==> config.mk <==
export PLATFORM = sky130hd
export DESIGN_NAME = ex_stage
export DESIGN_NICKNAME = d
export VERILOG_FILES = /design/src/hdl/ex_pkg.sv /design/src/hdl/ex_alu.sv /design/src/hdl/ex_mult.sv /design/src/hdl/ex_issue_ctrl.sv /design/src/hdl/ex_wb_reg.sv /design/src/hdl/ex_stage.sv
export VERILOG_INCLUDE_DIRS = /design/src /design/src/hdl
export SDC_FILE = /design/constraint.sdc
export NUM_CORES = 1
export LEC_CHECK = 0
export ABC_CLOCK_PERIOD_IN_PS = 5500
export BUFFER_PORTS_ARGS = -buffer_cell sky130_fd_sc_hd__buf_2
export CAP_MARGIN = 25
export CELL_PAD_IN_SITES_DETAIL_PLACEMENT = 0
export CELL_PAD_IN_SITES_GLOBAL_PLACEMENT = 1
export CORE_MARGIN = 2
export CORE_UTILIZATION = 42
export DETAILED_ROUTE_END_ITERATION = 12
export GPL_TIMING_DRIVEN = 0
export MAX_ROUTING_LAYER = met4
export PLACE_DENSITY = 0.81
export SLEW_MARGIN = 0
export SYNTH_ARGS = -nofsm -noshare
export SYNTH_HDL_FRONTEND = slang
export SYNTH_HIERARCHICAL = 1
export SYNTH_SLANG_ARGS = --single-unit
==> constraint.sdc <==
create_clock -name clk -period 5.5 [get_ports clk]
set_input_delay 0.55 -clock clk [delete_from_list [all_inputs] [get_ports clk]]
set_output_delay 0.55 -clock clk [all_outputs]
set_load 0.005 [all_outputs]
==> src/hdl/ex_params.svh <==
//////////////////////////////
// Execute stage parameters
// Widths and step counts shared by the RTL and the testbench
//////////////////////////////

`ifndef EX_PARAMS_SVH
`define EX_PARAMS_SVH

// Data word width
`define EX_XLEN 32

// Register file address width
`define EX_RADDR_W 5

// Multiplier iterations, one per multiplier bit
`define EX_MUL_STEPS 32

// Shift amount taken from operand b
`define EX_SHAMT_W 5

`endif

==> src/hdl/ex_pkg.sv <==
//////////////////////////////
// Execute stage package
// Word, address and operation types
//////////////////////////////

`include "ex_params.svh"

`default_nettype none

package ex_pkg;

  // One data word
  typedef logic [`EX_XLEN-1:0] word_t;

  // Destination register index
  typedef logic [`EX_RADDR_W-1:0] reg_addr_t;

  // ALU operations
  typedef enum logic [4:0] {
    ALU_ADD  = 5'd0,
    ALU_SUB  = 5'd1,
    ALU_AND  = 5'd2,
    ALU_OR   = 5'd3,
    ALU_XOR  = 5'd4,
    ALU_SLL  = 5'd5,
    ALU_SRL  = 5'd6,
    ALU_SRA  = 5'd7,
    ALU_SLT  = 5'd8,
    ALU_SLTU = 5'd9,
    // Branch compares, flag only
    ALU_EQ   = 5'd10,
    ALU_NE   = 5'd11,
    ALU_LT   = 5'd12,
    ALU_GE   = 5'd13,
    ALU_LTU  = 5'd14,
    ALU_GEU  = 5'd15
  } alu_op_e;

  // Multiply operations
  typedef enum logic [1:0] {
    MUL_L   = 2'd0,
    MUL_H   = 2'd1,
    MUL_HU  = 2'd2,
    MUL_HSU = 2'd3
  } mul_op_e;

endpackage

`default_nettype wire

==> src/hdl/ex_alu.sv <==
//////////////////////////////
// Execute stage ALU
// Single-cycle add, logic, shift, set-less-than and branch compares
//////////////////////////////

`include "ex_params.svh"

`default_nettype none

module ex_alu (
  input  ex_pkg::alu_op_e op_i,
  input  ex_pkg::word_t   operand_a_i,
  input  ex_pkg::word_t   operand_b_i,
  output ex_pkg::word_t   result_o,
  output logic            cmp_result_o
);

  localparam int XLEN = `EX_XLEN;

  logic                   sub_en;
  ex_pkg::word_t          adder_b;
  logic [XLEN:0]          adder_full;
  ex_pkg::word_t          adder_result;
  logic                   is_equal;
  logic                   lt_u;
  logic                   lt_s;
  ex_pkg::word_t          sum_result;
  logic [`EX_SHAMT_W-1:0] shamt;
  logic                   shift_left;
  ex_pkg::word_t          shift_in;
  logic [XLEN:0]          shift_ext;
  ex_pkg::word_t          shift_right;
  ex_pkg::word_t          shift_result;

  //////////////////////////////
  // Adder
  //////////////////////////////

  // Everything but ADD subtracts: SUB, SLT(U) and the compares
  assign sub_en       = (op_i != ex_pkg::ALU_ADD);
  assign adder_b      = sub_en ? ~operand_b_i : operand_b_i;
  assign adder_full   = {1'b0, operand_a_i} + {1'b0, adder_b} + (XLEN+1)'(sub_en);
  assign adder_result = adder_full[XLEN-1:0];

  // Carry out of a - b is set when a >= b unsigned
  assign lt_u     = ~adder_full[XLEN];
  // Sign bits decide when they differ, else the unsigned order holds
  assign lt_s     = (operand_a_i[XLEN-1] != operand_b_i[XLEN-1]) ?
                    operand_a_i[XLEN-1] : lt_u;
  assign is_equal = (adder_result == '0);

  // Compares leave the plain sum on the result word
  assign sum_result = operand_a_i + operand_b_i;

  //////////////////////////////
  // Shifter
  //////////////////////////////

  // One right shifter, left shifts run bit-reversed through it
  assign shamt       = operand_b_i[`EX_SHAMT_W-1:0];
  assign shift_left  = (op_i == ex_pkg::ALU_SLL);
  assign shift_in    = shift_left ? {<<{operand_a_i}} : operand_a_i;
  // Extra top bit carries the fill, set only for SRA of a negative word
  assign shift_ext   = {(op_i == ex_pkg::ALU_SRA) && operand_a_i[XLEN-1], shift_in};
  assign shift_right = XLEN'($signed(shift_ext) >>> shamt);
  assign shift_result = shift_left ? {<<{shift_right}} : shift_right;

  // Result select
  always_comb begin
    case (op_i)
      ex_pkg::ALU_ADD,
      ex_pkg::ALU_SUB:  result_o = adder_result;
      ex_pkg::ALU_AND:  result_o = operand_a_i & operand_b_i;
      ex_pkg::ALU_OR:   result_o = operand_a_i | operand_b_i;
      ex_pkg::ALU_XOR:  result_o = operand_a_i ^ operand_b_i;
      ex_pkg::ALU_SLL,
      ex_pkg::ALU_SRL,
      ex_pkg::ALU_SRA:  result_o = shift_result;
      ex_pkg::ALU_SLT:  result_o = {{(XLEN-1){1'b0}}, lt_s};
      ex_pkg::ALU_SLTU: result_o = {{(XLEN-1){1'b0}}, lt_u};
      default:          result_o = sum_result;
    endcase
  end

  // Branch compare flag
  always_comb begin
    case (op_i)
      ex_pkg::ALU_EQ:  cmp_result_o = is_equal;
      ex_pkg::ALU_NE:  cmp_result_o = ~is_equal;
      ex_pkg::ALU_LT:  cmp_result_o = lt_s;
      ex_pkg::ALU_GE:  cmp_result_o = ~lt_s;
      ex_pkg::ALU_LTU: cmp_result_o = lt_u;
      ex_pkg::ALU_GEU: cmp_result_o = ~lt_u;
      default:         cmp_result_o = 1'b0;
    endcase
  end

endmodule

`default_nettype wire

==> src/hdl/ex_mult.sv <==
//////////////////////////////
// Iterative multiplier
// Shift-add MUL, MULH, MULHU and MULHSU with start/done handshake
//////////////////////////////

`include "ex_params.svh"

`default_nettype none

module ex_mult (
  input  logic            clk,
  input  logic            rst_n,
  input  logic            start_i,
  input  ex_pkg::mul_op_e op_i,
  input  ex_pkg::word_t   op_a_i,
  input  ex_pkg::word_t   op_b_i,
  input  logic            retire_i,
  output logic            done_o,
  output ex_pkg::word_t   result_o
);

  localparam int XLEN  = `EX_XLEN;
  localparam int STEPS = `EX_MUL_STEPS;
  localparam int CNT_W = $clog2(STEPS);

  typedef enum logic [1:0] {
    MUL_IDLE,
    MUL_RUN,
    MUL_DONE
  } mul_state_e;

  mul_state_e        state_q;
  mul_state_e        state_d;
  logic [CNT_W-1:0]  step_q;
  logic              last_step;
  logic              a_signed;
  logic              b_signed;
  logic              b_signed_q;
  logic              high_q;
  logic [2*XLEN-1:0] mcand_q;
  logic [2*XLEN-1:0] acc_q;
  logic [2*XLEN-1:0] acc_next;
  ex_pkg::word_t     mplier_q;

  // Operand a is signed except for MULHU, b only for MULH
  assign a_signed = (op_i != ex_pkg::MUL_HU);
  assign b_signed = (op_i == ex_pkg::MUL_H);

  assign last_step = (step_q == CNT_W'(STEPS - 1));

  //////////////////////////////
  // Control
  //////////////////////////////

  always_comb begin
    state_d = state_q;
    case (state_q)
      MUL_IDLE: begin
        if (start_i) begin
          state_d = MUL_RUN;
        end
      end
      MUL_RUN: begin
        // Dropped start means kill or halt, abandon the product
        if (!start_i) begin
          state_d = MUL_IDLE;
        end else if (last_step) begin
          state_d = MUL_DONE;
        end
      end
      MUL_DONE: begin
        // Result held until WB takes it
        if (!start_i || retire_i) begin
          state_d = MUL_IDLE;
        end
      end
      default: state_d = MUL_IDLE;
    endcase
  end

  always_ff @(posedge clk or negedge rst_n) begin
    if (!rst_n) begin
      state_q <= MUL_IDLE;
      step_q  <= '0;
    end else begin
      state_q <= state_d;
      if (state_q == MUL_RUN) begin
        step_q <= step_q + 1'b1;
      end else begin
        step_q <= '0;
      end
    end
  end

  //////////////////////////////
  // Datapath
  //////////////////////////////

  // Sign bit of a signed multiplier has weight -2^31, so the last step subtracts
  always_comb begin
    acc_next = acc_q;
    if (mplier_q[0]) begin
      acc_next = (last_step && b_signed_q) ? acc_q - mcand_q : acc_q + mcand_q;
    end
  end

  always_ff @(posedge clk) begin
    if ((state_q == MUL_IDLE) && start_i) begin
      // Multiplicand extended to 64 bits per operation
      mcand_q    <= a_signed ? {{XLEN{op_a_i[XLEN-1]}}, op_a_i} : {{XLEN{1'b0}}, op_a_i};
      mplier_q   <= op_b_i;
      acc_q      <= '0;
      b_signed_q <= b_signed;
      high_q     <= (op_i != ex_pkg::MUL_L);
    end else if (state_q == MUL_RUN) begin
      acc_q    <= acc_next;
      mcand_q  <= mcand_q << 1;
      mplier_q <= mplier_q >> 1;
    end
  end

  assign done_o   = (state_q == MUL_DONE);
  assign result_o = high_q ? acc_q[2*XLEN-1:XLEN] : acc_q[XLEN-1:0];

endmodule

`default_nettype wire

==> src/hdl/ex_issue_ctrl.sv <==
//////////////////////////////
// Execute stage issue control
// Kill/halt gating, unit handshakes, result select and branch decision
//////////////////////////////

`default_nettype none

module ex_issue_ctrl (
  input  logic          id_valid_i,
  input  logic          id_alu_en_i,
  input  logic          id_mul_en_i,
  input  logic          id_branch_i,
  input  ex_pkg::word_t id_branch_target_i,
  input  logic          kill_ex_i,
  input  logic          halt_ex_i,
  input  logic          wb_ready_i,
  input  ex_pkg::word_t alu_result_i,
  input  logic          alu_cmp_i,
  input  logic          mul_done_i,
  input  ex_pkg::word_t mul_result_i,
  output logic          mul_start_o,
  output logic          mul_retire_o,
  output logic          ex_valid_o,
  output logic          ex_ready_o,
  output ex_pkg::word_t result_o,
  output logic          branch_decision_o,
  output ex_pkg::word_t branch_target_o,
  output logic          branch_taken_o
);

  logic instr_valid;
  logic alu_ready;
  logic mul_valid;
  logic mul_ready;

  // Instruction in EX that is neither killed nor halted
  assign instr_valid = id_valid_i && !kill_ex_i && !halt_ex_i;

  //////////////////////////////
  // Unit handshakes
  //////////////////////////////

  // ALU finishes in the cycle it is presented
  assign alu_ready = wb_ready_i;

  // Multiplier runs while the gated multiply sits in EX
  assign mul_start_o  = id_mul_en_i && instr_valid;
  assign mul_valid    = mul_done_i;
  assign mul_ready    = !mul_start_o || mul_done_i;
  // Retire on the edge the result moves into EX/WB
  assign mul_retire_o = mul_start_o && wb_ready_i;

  // Kill always frees the stage and halt blocks it otherwise
  assign ex_ready_o = kill_ex_i || (alu_ready && mul_ready && !halt_ex_i);

  assign ex_valid_o = (id_alu_en_i || (id_mul_en_i && mul_valid)) && instr_valid;

  // Write-back data
  assign result_o = id_mul_en_i ? mul_result_i : alu_result_i;

  //////////////////////////////
  // Branch
  //////////////////////////////

  // Decision to IF in the same cycle as the branch is presented
  assign branch_decision_o = instr_valid && id_branch_i && alu_cmp_i;
  assign branch_target_o   = id_branch_target_i;
  // Taken flag carried on to WB
  assign branch_taken_o    = id_branch_i && alu_cmp_i;

endmodule

`default_nettype wire

==> src/hdl/ex_wb_reg.sv <==
//////////////////////////////
// EX/WB pipeline register
// Loads on ex_valid with wb_ready, bubbles otherwise
//////////////////////////////

`default_nettype none

module ex_wb_reg (
  input  logic              clk,
  input  logic              rst_n,
  input  logic              ex_valid_i,
  input  logic              wb_ready_i,
  input  logic              rf_we_i,
  input  ex_pkg::reg_addr_t rf_waddr_i,
  input  ex_pkg::word_t     rf_wdata_i,
  input  logic              branch_taken_i,
  output logic              wb_valid_o,
  output logic              wb_rf_we_o,
  output ex_pkg::reg_addr_t wb_rf_waddr_o,
  output ex_pkg::word_t     wb_rf_wdata_o,
  output logic              wb_branch_taken_o
);

  logic load;
  logic bubble;

  // Handshake with WB
  assign load   = ex_valid_i && wb_ready_i;
  assign bubble = !ex_valid_i && wb_ready_i;

  always_ff @(posedge clk or negedge rst_n) begin
    if (!rst_n) begin
      wb_valid_o        <= 1'b0;
      wb_rf_we_o        <= 1'b0;
      wb_rf_waddr_o     <= '0;
      wb_rf_wdata_o     <= '0;
      wb_branch_taken_o <= 1'b0;
    end else begin
      if (load) begin
        wb_valid_o        <= 1'b1;
        wb_rf_we_o        <= rf_we_i;
        wb_branch_taken_o <= branch_taken_i;
        // Address and data kept from the last writing instruction
        if (rf_we_i) begin
          wb_rf_waddr_o <= rf_waddr_i;
          wb_rf_wdata_o <= rf_wdata_i;
        end
      end else if (bubble) begin
        // WB took the old entry, nothing new behind it
        wb_valid_o        <= 1'b0;
        wb_rf_we_o        <= 1'b0;
        wb_branch_taken_o <= 1'b0;
      end
      // wb_ready_i low, everything holds
    end
  end

endmodule

`default_nettype wire

==> src/hdl/ex_stage.sv <==
//////////////////////////////
// Execute stage top
// Issue control, ALU, multiplier and EX/WB register
//////////////////////////////

`default_nettype none

module ex_stage (
  input  logic              clk,
  input  logic              rst_n,
  input  logic              id_valid_i,
  input  logic              id_alu_en_i,
  input  logic              id_mul_en_i,
  input  ex_pkg::alu_op_e   id_alu_op_i,
  input  ex_pkg::mul_op_e   id_mul_op_i,
  input  ex_pkg::word_t     id_operand_a_i,
  input  ex_pkg::word_t     id_operand_b_i,
  input  logic              id_branch_i,
  input  ex_pkg::word_t     id_branch_target_i,
  input  logic              id_rf_we_i,
  input  ex_pkg::reg_addr_t id_rf_waddr_i,
  input  logic              kill_ex_i,
  input  logic              halt_ex_i,
  input  logic              wb_ready_i,
  output logic              ex_ready_o,
  output logic              branch_decision_o,
  output ex_pkg::word_t     branch_target_o,
  output logic              wb_valid_o,
  output logic              wb_rf_we_o,
  output ex_pkg::reg_addr_t wb_rf_waddr_o,
  output ex_pkg::word_t     wb_rf_wdata_o,
  output logic              wb_branch_taken_o
);

  // ALU
  ex_pkg::word_t alu_result;
  logic          alu_cmp;
  // Multiplier handshake
  logic          mul_start;
  logic          mul_retire;
  logic          mul_done;
  ex_pkg::word_t mul_result;
  // Towards EX/WB
  logic          ex_valid;
  ex_pkg::word_t ex_result;
  logic          branch_taken;

  ex_issue_ctrl i_ex_issue_ctrl (
    .id_valid_i        (id_valid_i),
    .id_alu_en_i       (id_alu_en_i),
    .id_mul_en_i       (id_mul_en_i),
    .id_branch_i       (id_branch_i),
    .id_branch_target_i(id_branch_target_i),
    .kill_ex_i         (kill_ex_i),
    .halt_ex_i         (halt_ex_i),
    .wb_ready_i        (wb_ready_i),
    .alu_result_i      (alu_result),
    .alu_cmp_i         (alu_cmp),
    .mul_done_i        (mul_done),
    .mul_result_i      (mul_result),
    .mul_start_o       (mul_start),
    .mul_retire_o      (mul_retire),
    .ex_valid_o        (ex_valid),
    .ex_ready_o        (ex_ready_o),
    .result_o          (ex_result),
    .branch_decision_o (branch_decision_o),
    .branch_target_o   (branch_target_o),
    .branch_taken_o    (branch_taken)
  );

  ex_alu i_ex_alu (
    .op_i        (id_alu_op_i),
    .operand_a_i (id_operand_a_i),
    .operand_b_i (id_operand_b_i),
    .result_o    (alu_result),
    .cmp_result_o(alu_cmp)
  );

  ex_mult i_ex_mult (
    .clk     (clk),
    .rst_n   (rst_n),
    .start_i (mul_start),
    .op_i    (id_mul_op_i),
    .op_a_i  (id_operand_a_i),
    .op_b_i  (id_operand_b_i),
    .retire_i(mul_retire),
    .done_o  (mul_done),
    .result_o(mul_result)
  );

  ex_wb_reg i_ex_wb_reg (
    .clk              (clk),
    .rst_n            (rst_n),
    .ex_valid_i       (ex_valid),
    .wb_ready_i       (wb_ready_i),
    .rf_we_i          (id_rf_we_i),
    .rf_waddr_i       (id_rf_waddr_i),
    .rf_wdata_i       (ex_result),
    .branch_taken_i   (branch_taken),
    .wb_valid_o       (wb_valid_o),
    .wb_rf_we_o       (wb_rf_we_o),
    .wb_rf_waddr_o    (wb_rf_waddr_o),
    .wb_rf_wdata_o    (wb_rf_wdata_o),
    .wb_branch_taken_o(wb_branch_taken_o)
  );

endmodule

`default_nettype wire

After elaboration in Yosys (flattened, before gate mapping)
Cells that the tools add are included.
{ "word_totals": {"reg_bits": 209, "latch_bits": 0, "ram_bits": 0, "rom_bits": 0, "inputBits": 118, "output_inout_bits": 74, "word_cells": 110, "mem_count": 0} }
{ "op_classes": {"n_addsub": 6, "multipliers": 0, "div_mod_pow": 0, "magnitude_cmp": 0, "eq_ne": 24, "n_shift": 1, "muxes": 24, "bitwise_logic": 7, "n_reduce_logical": 36} }
{ "op_table": {"columns": ["cell", "n"], "rows": [
  ["$mux W64", 4],
  ["$mux W32", 7],
  ["$pmux W32 S7", 1],
  ["$add A64 B64 Y64", 1],
  ["$sub A64 B64 Y64", 1],
  ["$eq A5 B4 Y1 const B", 8],
  ["$add A32 B32 Y33", 1],
  ["$add A33 B1 Y33", 1],
  ["$sshr A33 B5 Y32", 1],
  ["$add A32 B32 Y32", 1],
  ["$and A32 B32 Y32", 1],
  ["$logic_not A32 Y1", 1],
  ["$not A32 Y32", 1],
  ["$or A32 B32 Y32", 1],
  ["$xor A32 B32 Y32", 1],
  ["$eq A5 B3 Y1 const B", 4],
  ["$logic_and A1 B1 Y1", 16],
  ["$eq A5 B2 Y1 const B", 2],
  ["$mux W2", 4],
  ["$pmux W1 S6", 1],
  ["$pmux W2 S3", 1],
  ["$reduce_bool A2 Y1", 3],
  ["$add A5 B1 Y5 const B", 1],
  ["$eq A5 B1 Y1 const B", 1],
  ["19 further kinds", 34]
]} }

Longest topological paths before layout
{ "logic_depth": {"word_depth": 10, "ltp_mapped": 23, "depth_no_buf": 22} }

By module
The synthesis kept the hierarchy.
{ "modules_own_cells": {"columns": ["module", "instances", "cells_per_inst", "area_per_inst_um2", "seq_area_each_um2"], "rows": [
  ["ex_mult", 1, 1463, 11897.7, 4399.2],
  ["ex_alu", 1, 1151, 7995.2, 0.0],
  ["ex_wb_reg", 1, 88, 1571.5, 1001.0],
  ["ex_issue_ctrl", 1, 78, 819.5, 0.0]
]} }

Least setup slack after synthesis
OpenSTA, ideal clock, no wires.
{ "synth_timing": {"kind": "input-to-reg", "from": "in kill_ex_i", "to": "reg i_ex_mult.mcand_q[0] (enable)", "setup_time_ns": 0.553, "arrival_ns": 5.065, "required_ns": 4.947, "setup_slack_ns": -0.118, "cell_stages": 4, "path_buffers": 0, "path_cell_list": "nor3b_1 and2_1 nor2_1 nor2_1"} }
{ "synth_via": {"elab_chain_len": 6} }
{ "synth_lines": {"columns": ["item", "line_no", "rtl"], "rows": [
  ["start, declared", "ex_stage.sv:22", "input logic kill_ex_i,"],
  ["$logic_not A1 Y1", "ex_issue_ctrl.sv:37", "assign instr_valid = id_valid_i && !kill_ex_i && !halt_ex_i;"],
  ["$logic_and A1 B1 Y1 (2 in a row)", "ex_issue_ctrl.sv:37", null],
  ["$logic_and A1 B1 Y1", "ex_issue_ctrl.sv:47", "assign mul_start_o = id_mul_en_i && instr_valid;"],
  ["named net mul_start", "ex_stage.sv:39", "logic mul_start;"],
  ["$logic_and A1 B1 Y1", "ex_mult.sv:108", "if ((state_q == MUL_IDLE) && start_i) begin"],
  ["$reduce_bool A2 Y1 (no source line)", null, null],
  ["end signal, assigned", "ex_mult.sv:110", "mcand_q <= a_signed ? {{XLEN{op_a_i[XLEN-1]}}, op_a_i} : {{XLEN{1'b0}}, op_a_i};"],
  ["end signal, assigned", "ex_mult.sv:117", "mcand_q <= mcand_q << 1;"],
  ["end, declared", "ex_mult.sv:40", "logic [2*XLEN-1:0] mcand_q;"]
]} }
The timed path passes the listed nets, and every way through them passes these cells.
A chain may end at the register's enable or synchronous reset.

Final worst setup path
{ "layout_timing": {"from": "in id_alu_op_i[4]", "to": "out branch_decision_o"} }
{ "layout_via": {"elab_chain_len": 9, "word_cells_on_any_way": 17, "classes_between": "add/sub (2); eq/ne (6); mux (3); bitwise (3); reduce/logical (3)"} }
{ "layout_lines": {"columns": ["item", "line_no", "rtl"], "rows": [
  ["start, declared", "ex_stage.sv:14", "input ex_pkg::alu_op_e id_alu_op_i,"],
  ["parallel branches: the longest is 7 deep, another holds $add A32 B32 Y33", null, null],
  ["$pmux W1 S6 (*)", "ex_alu.sv:87", "case (op_i)"],
  ["named net alu_cmp", "ex_stage.sv:37", "logic alu_cmp;"],
  ["$logic_and A1 B1 Y1 (*)", "ex_issue_ctrl.sv:66", "assign branch_decision_o = instr_valid && id_branch_i && alu_cmp_i;"],
  ["end, declared", "ex_stage.sv:26", "output logic branch_decision_o,"]
]} }
Mark *: on every way through the listed nets, which the timed path passes.

==> flow_metrics.py <==
metrics = {
    "run_status": {
        "outcome": "finished, violations left",
        "violations": "setup timing",
    },
    "route": {
        "first_pass_iters": 9,
        "final_antenna_net_count": 0,
        "wirelength_um": 95830,
        "drc_errors": 0,
        "wl_per_cell_um": 25.82,
        "via_count": 22350,
        "first_iter_violations": 2065,
        "vias_per_cell": 6.024,
    },
    "setup_path": {
        "crit_path_start_kind": "input port",
        "max_stage_delay_ps": 520,
        "r2r_cells": 19,
        "path_cells": "clkbuf_16 -> nor3_4 -> nand2_4 -> buf_12 -> buf_12 -> xnor2_2 -> ha_1 -> a211oi_4 -> buf_6 -> a211oi_2 -> and2_4 -> a211o_4 -> o2111a_1 -> a311oi_2 -> nand2_1 -> or4b_4 -> nand4bb_4 -> xnor2_4 -> o32ai_4 -> and2_4 -> and2_4 -> buf_6",
        "arrival_ps": 5250,
        "slowest_stage": "or4b_4",
        "worstPathMaxFanout": 8,
        "worstPathRequired_ps": 4950,
        "cp_common_cell": "and2_4",
        "critPathCaptureType": "output pin",
        "r2r_end": "i_ex_mult/acc_q[63]$_SDFFE_PP0P_",
        "timing.rr.start": "i_ex_mult/mcand_q[3]$_DFFE_PP_",
        "worstSetupPathType": "in -> out",
        "r2r_slack_ps": 120,
    },
    "place": {
        "io_buffers": 156,
        "dp_hpwl_um": 76620,
        "place_congestion": 1.012,
        "dp.cells": 3630,
    },
    "cells_and_area": {
        "syn2layout_area_growth_pct": 19.38,
        "finalNetCount": 3283,
        "multi_input_area_mm2": 0.01671,
        "utilization_pct": 50.62,
        "layout-drive-gt1-share_pct": 21.26,
        "regArea_mm2": 0.005400,
        "final_cells": 3711,
        "fillers": 5179,
    },
    "power": {
        "peakVddDrop_mv": 0.2215,
        "p_per_area_mw_per_mm2": 270.0,
        "leakagePower_nw": 11.96,
    },
    "synthesis": {
        "avgSynthCellArea_um2": 8.016,
        "synth_area_leaders": "edfxtp_1, ha_1, nand2_1",
        "syn_nets": 3063,
        "yosys_warnings": 6,
        "ys_seq_area_share_pct": 24.23,
        "synth_top_cell_by_area": "edfxtp_1",
        "syn_inst": 2780,
        "synth_top_area_share_pct": 13.21,
        "synth_top_family_by_area": "compound AO/OA/AOI/OAI gates",
        "synth_flop_cell": "edfxtp_1",
        "synth_xor_area_share_pct": 7.586,
        "synth.distinct_cells": 97,
        "synth.cell_area_mm2": 0.02228,
        "yosys.area_share.simple_pct": 19.98,
        "async_flop_share_pct": 22.49,
        "synth_seq_cells": 209,
        "synthAdderAreaFrac_pct": 9.366,
        "synth-edff-count": 98,
        "synth_compound_area_share_pct": 21.28,
        "yosys-mux-area-fraction_pct": 11.36,
    },
    "sta": {
        "setup_viol": 1,
        "tightest_slew_ps": 1035,
        "hold_slack_ps": 217.4,
        "finalHoldViolCount": 0,
        "fmax_mhz": 172.4,
        "grt_setup_unrepaired": "yes",
        "maxSlewViolCount": 0,
        "fin_skew_ps": 20.93,
        "period_needed_ps": 5801,
        "fin_ws_ps": -301.4,
        "max_slew_margin_pct": 30.98,
        "post-route-period-util_pct": 105.5,
    },
    "global_route": {
        "grt-ovfl-total": 0,
        "use_met2_pct": 56.66,
        "antenna_found_initial": 1,
        "grt_first_pass_wirelength_um": 136900,
        "grt_pass1_vias": 21270,
        "grt.met3_usage_pct": 3.599,
        "busiest_layer": "met2",
        "grt_max_degree": 39,
        "grt_use_total_pct": 34.72,
        "use_met1_pct": 42.62,
    },
    "clock_network": {
        "numClockSinks": 209,
        "clockBufferDepth": 3,
        "root_buffer": "clkbuf_16",
        "clk_latency_ps": 560,
        "cts_buffers": 27,
        "cts_tree": "built",
        "clkTransAtPathRegs_ps": 70,
        "cts.htree.levels": 1,
    },
    "floorplanning": {
        "die_area_mm2": 0.05492,
        "die_w_um": 234.3,
        "rows": 84,
        "core_area_mm2": 0.05255,
        "io_pins": 192,
        "start_util_pct": 42.40,
        "die_h_um": 234.3,
    },
    "job": {
        "drv_cap": 0,
    },
    "hold_path": {
        "hold_class": "in -> reg",
        "worstHoldStart": "id_rf_waddr_i[4]",
        "whs_path_depth": 2,
        "hold_end": "i_ex_wb_reg/wb_rf_waddr_o[4]$_DFFE_PN0P_",
    },
}
-- worst max-delay path: cells and delay by family --
| family | cells | cell delay [ps] |
|---|---|---|
| and+or+nand+nor | 8 | 1740 |
| AOI/OAI and AO/OA | 6 | 1610 |
| adders and majority gates | 1 | 340 |
| buffers and inverters | 5 | 670 |
| xor gates and xnor gates | 2 | 300 |
-- Yosys cell counts (all sizes together) (18+ instances only) --
cell and n:
nand2 486, a21oi 255, nor2 163, ha 162, o21ai 139, clkbuf 128, xnor2 122, inv 108
mux2 102, edfxtp 98, mux2i 94, a21o 75, xor2 71, buf 64, dfxtp 64, a211oi 47
dfrtp 47, nand3 47, nor3 37, nand4 35, a31oi 30, and3 30, nand2b 29, and2 26
nor2b 20, or3 19, o21bai 18
-- per-layer routing --
layer  part of all wire, %  wire [um]  vias to the layer above
met3                   5.5       5308                      239
met2                    47      44860                      867
met1                    41      39700                    10820
li1                      -          -                    10430
met4                   6.2       5961                        0
met5                     0          0                        -
-- cells in the final DEF (no fill, tap or decap), types with 29 or more instances in the layout --
cell type and instances:
nand2b_1 29, xnor2_1 108, buf_2 156, xor2_1 64
a21oi_1 230, mux2_4 46, edfxtp_1 98, buf_4 96
dfrtp_1 47, dfxtp_1 64, nand3_1 38, mux2_2 56
nor2_1 154, nor3_1 32, inv_1 102, o21ai_0 124
a211oi_1 40, a21o_1 74, ha_1 138, nand2_1 483
clkbuf_1 94, mux2i_1 93, nand4_1 35
-- layout make-up --
cell class                 count  share of cell area [%]
sequential                   209                   20.30
tap                          688                   3.236
clock buffer                  36                   2.704
clock inverter                13                  0.4562
multi-input combinational   2270                   62.80
antenna                        3                 0.02822
timing repair buffer         226                   5.380
buffer                       158                   3.527
inverter                     108                   1.566
-- cells by family (layout without fill, tap and decap cells) --
family / count (synthesis) / in the layout
AO/OA/AOI/OAI: 738 / 738
XOR/XNOR: 193 / 193
adder cells (fa/ha/maj): 165 / 165
buffers and inverters: 301 / 541
flip-flops: 209 / 209
multiplexers: 208 / 208
other: 0 / 3
AND/OR/NAND/NOR: 966 / 966
-- worst max path at each step --
stage | from | to | slack, ps | cells past startpoint
2_1_floorplan | i_ex_mult/mcand_q[5]$_DFFE_PP_ | i_ex_mult/acc_q[63]$_SDFFE_PP0P_ | 20 | 21
3_3_place_gp | id_alu_op_i[1] | branch_decision_o | -2090 | 21
3_5_place_dp | id_operand_b_i[2] | branch_decision_o | -2050 | 22
4_1_cts | id_alu_op_i[4] | branch_decision_o | -360 | 21
5_1_grt | id_alu_op_i[4] | branch_decision_o | -340 | 23
6_report | id_alu_op_i[4] | branch_decision_o | -300 | 22
-- report_power, final --
| group | switching [mW] | total, mW | internal (mW) |
|---|---|---|---|
| Combinational | 1.93 | 3.30 | 1.37 |
| Sequential | 0.283 | 2.14 | 1.86 |
| Clock | 0.729 | 1.74 | 1.01 |
| Total | 2.94 | 7.18 | 4.24 |
-- registers in the layout, indices dropped and copies added (netlist names) --
signal	cells
i_ex_mult/b_signed_q	1
i_ex_wb_reg/wb_branch_taken_o	1
i_ex_mult/state_q	2
i_ex_wb_reg/wb_valid_o	1
i_ex_mult/high_q	1
i_ex_mult/mplier_q	32
i_ex_wb_reg/wb_rf_waddr_o	5
i_ex_mult/acc_q	64
i_ex_mult/mcand_q	64
i_ex_wb_reg/wb_rf_we_o	1
i_ex_wb_reg/wb_rf_wdata_o	32
i_ex_mult/step_q	5
-- metrics by stage --
| step | setup WS, ps | power [mW] | setup TNS, ps | instance area, um^2 |
|---|---|---|---|---|
| after global placement | -2090 | 5.058 | -21330 | 23930 |
| after CTS | -360.8 | 7.012 | -360.8 | 25960 |
| after detailed placement | -2045 | 5.086 | -21090 | 24050 |
| final | -301.4 | 7.182 | -301.4 | 26600 |
| after floorplan | 18.54 | 4.041 | 0 | 22290 |
| after global routing | -337.9 | 7.516 | -372.4 | 26600 |
-- timing repair --
action | 4_1_cts | 5_1_grt
cloned | 0 | 0
pin swaps | 50 | 57
hold buffers | 1 | 0
setup endpoints to repair | 32 | 18
hold endpoints to repair | 9 | 0
resized for setup | 187 | 100
buffers inserted | 43 | 19
Power figures use the tool's default switching activity.
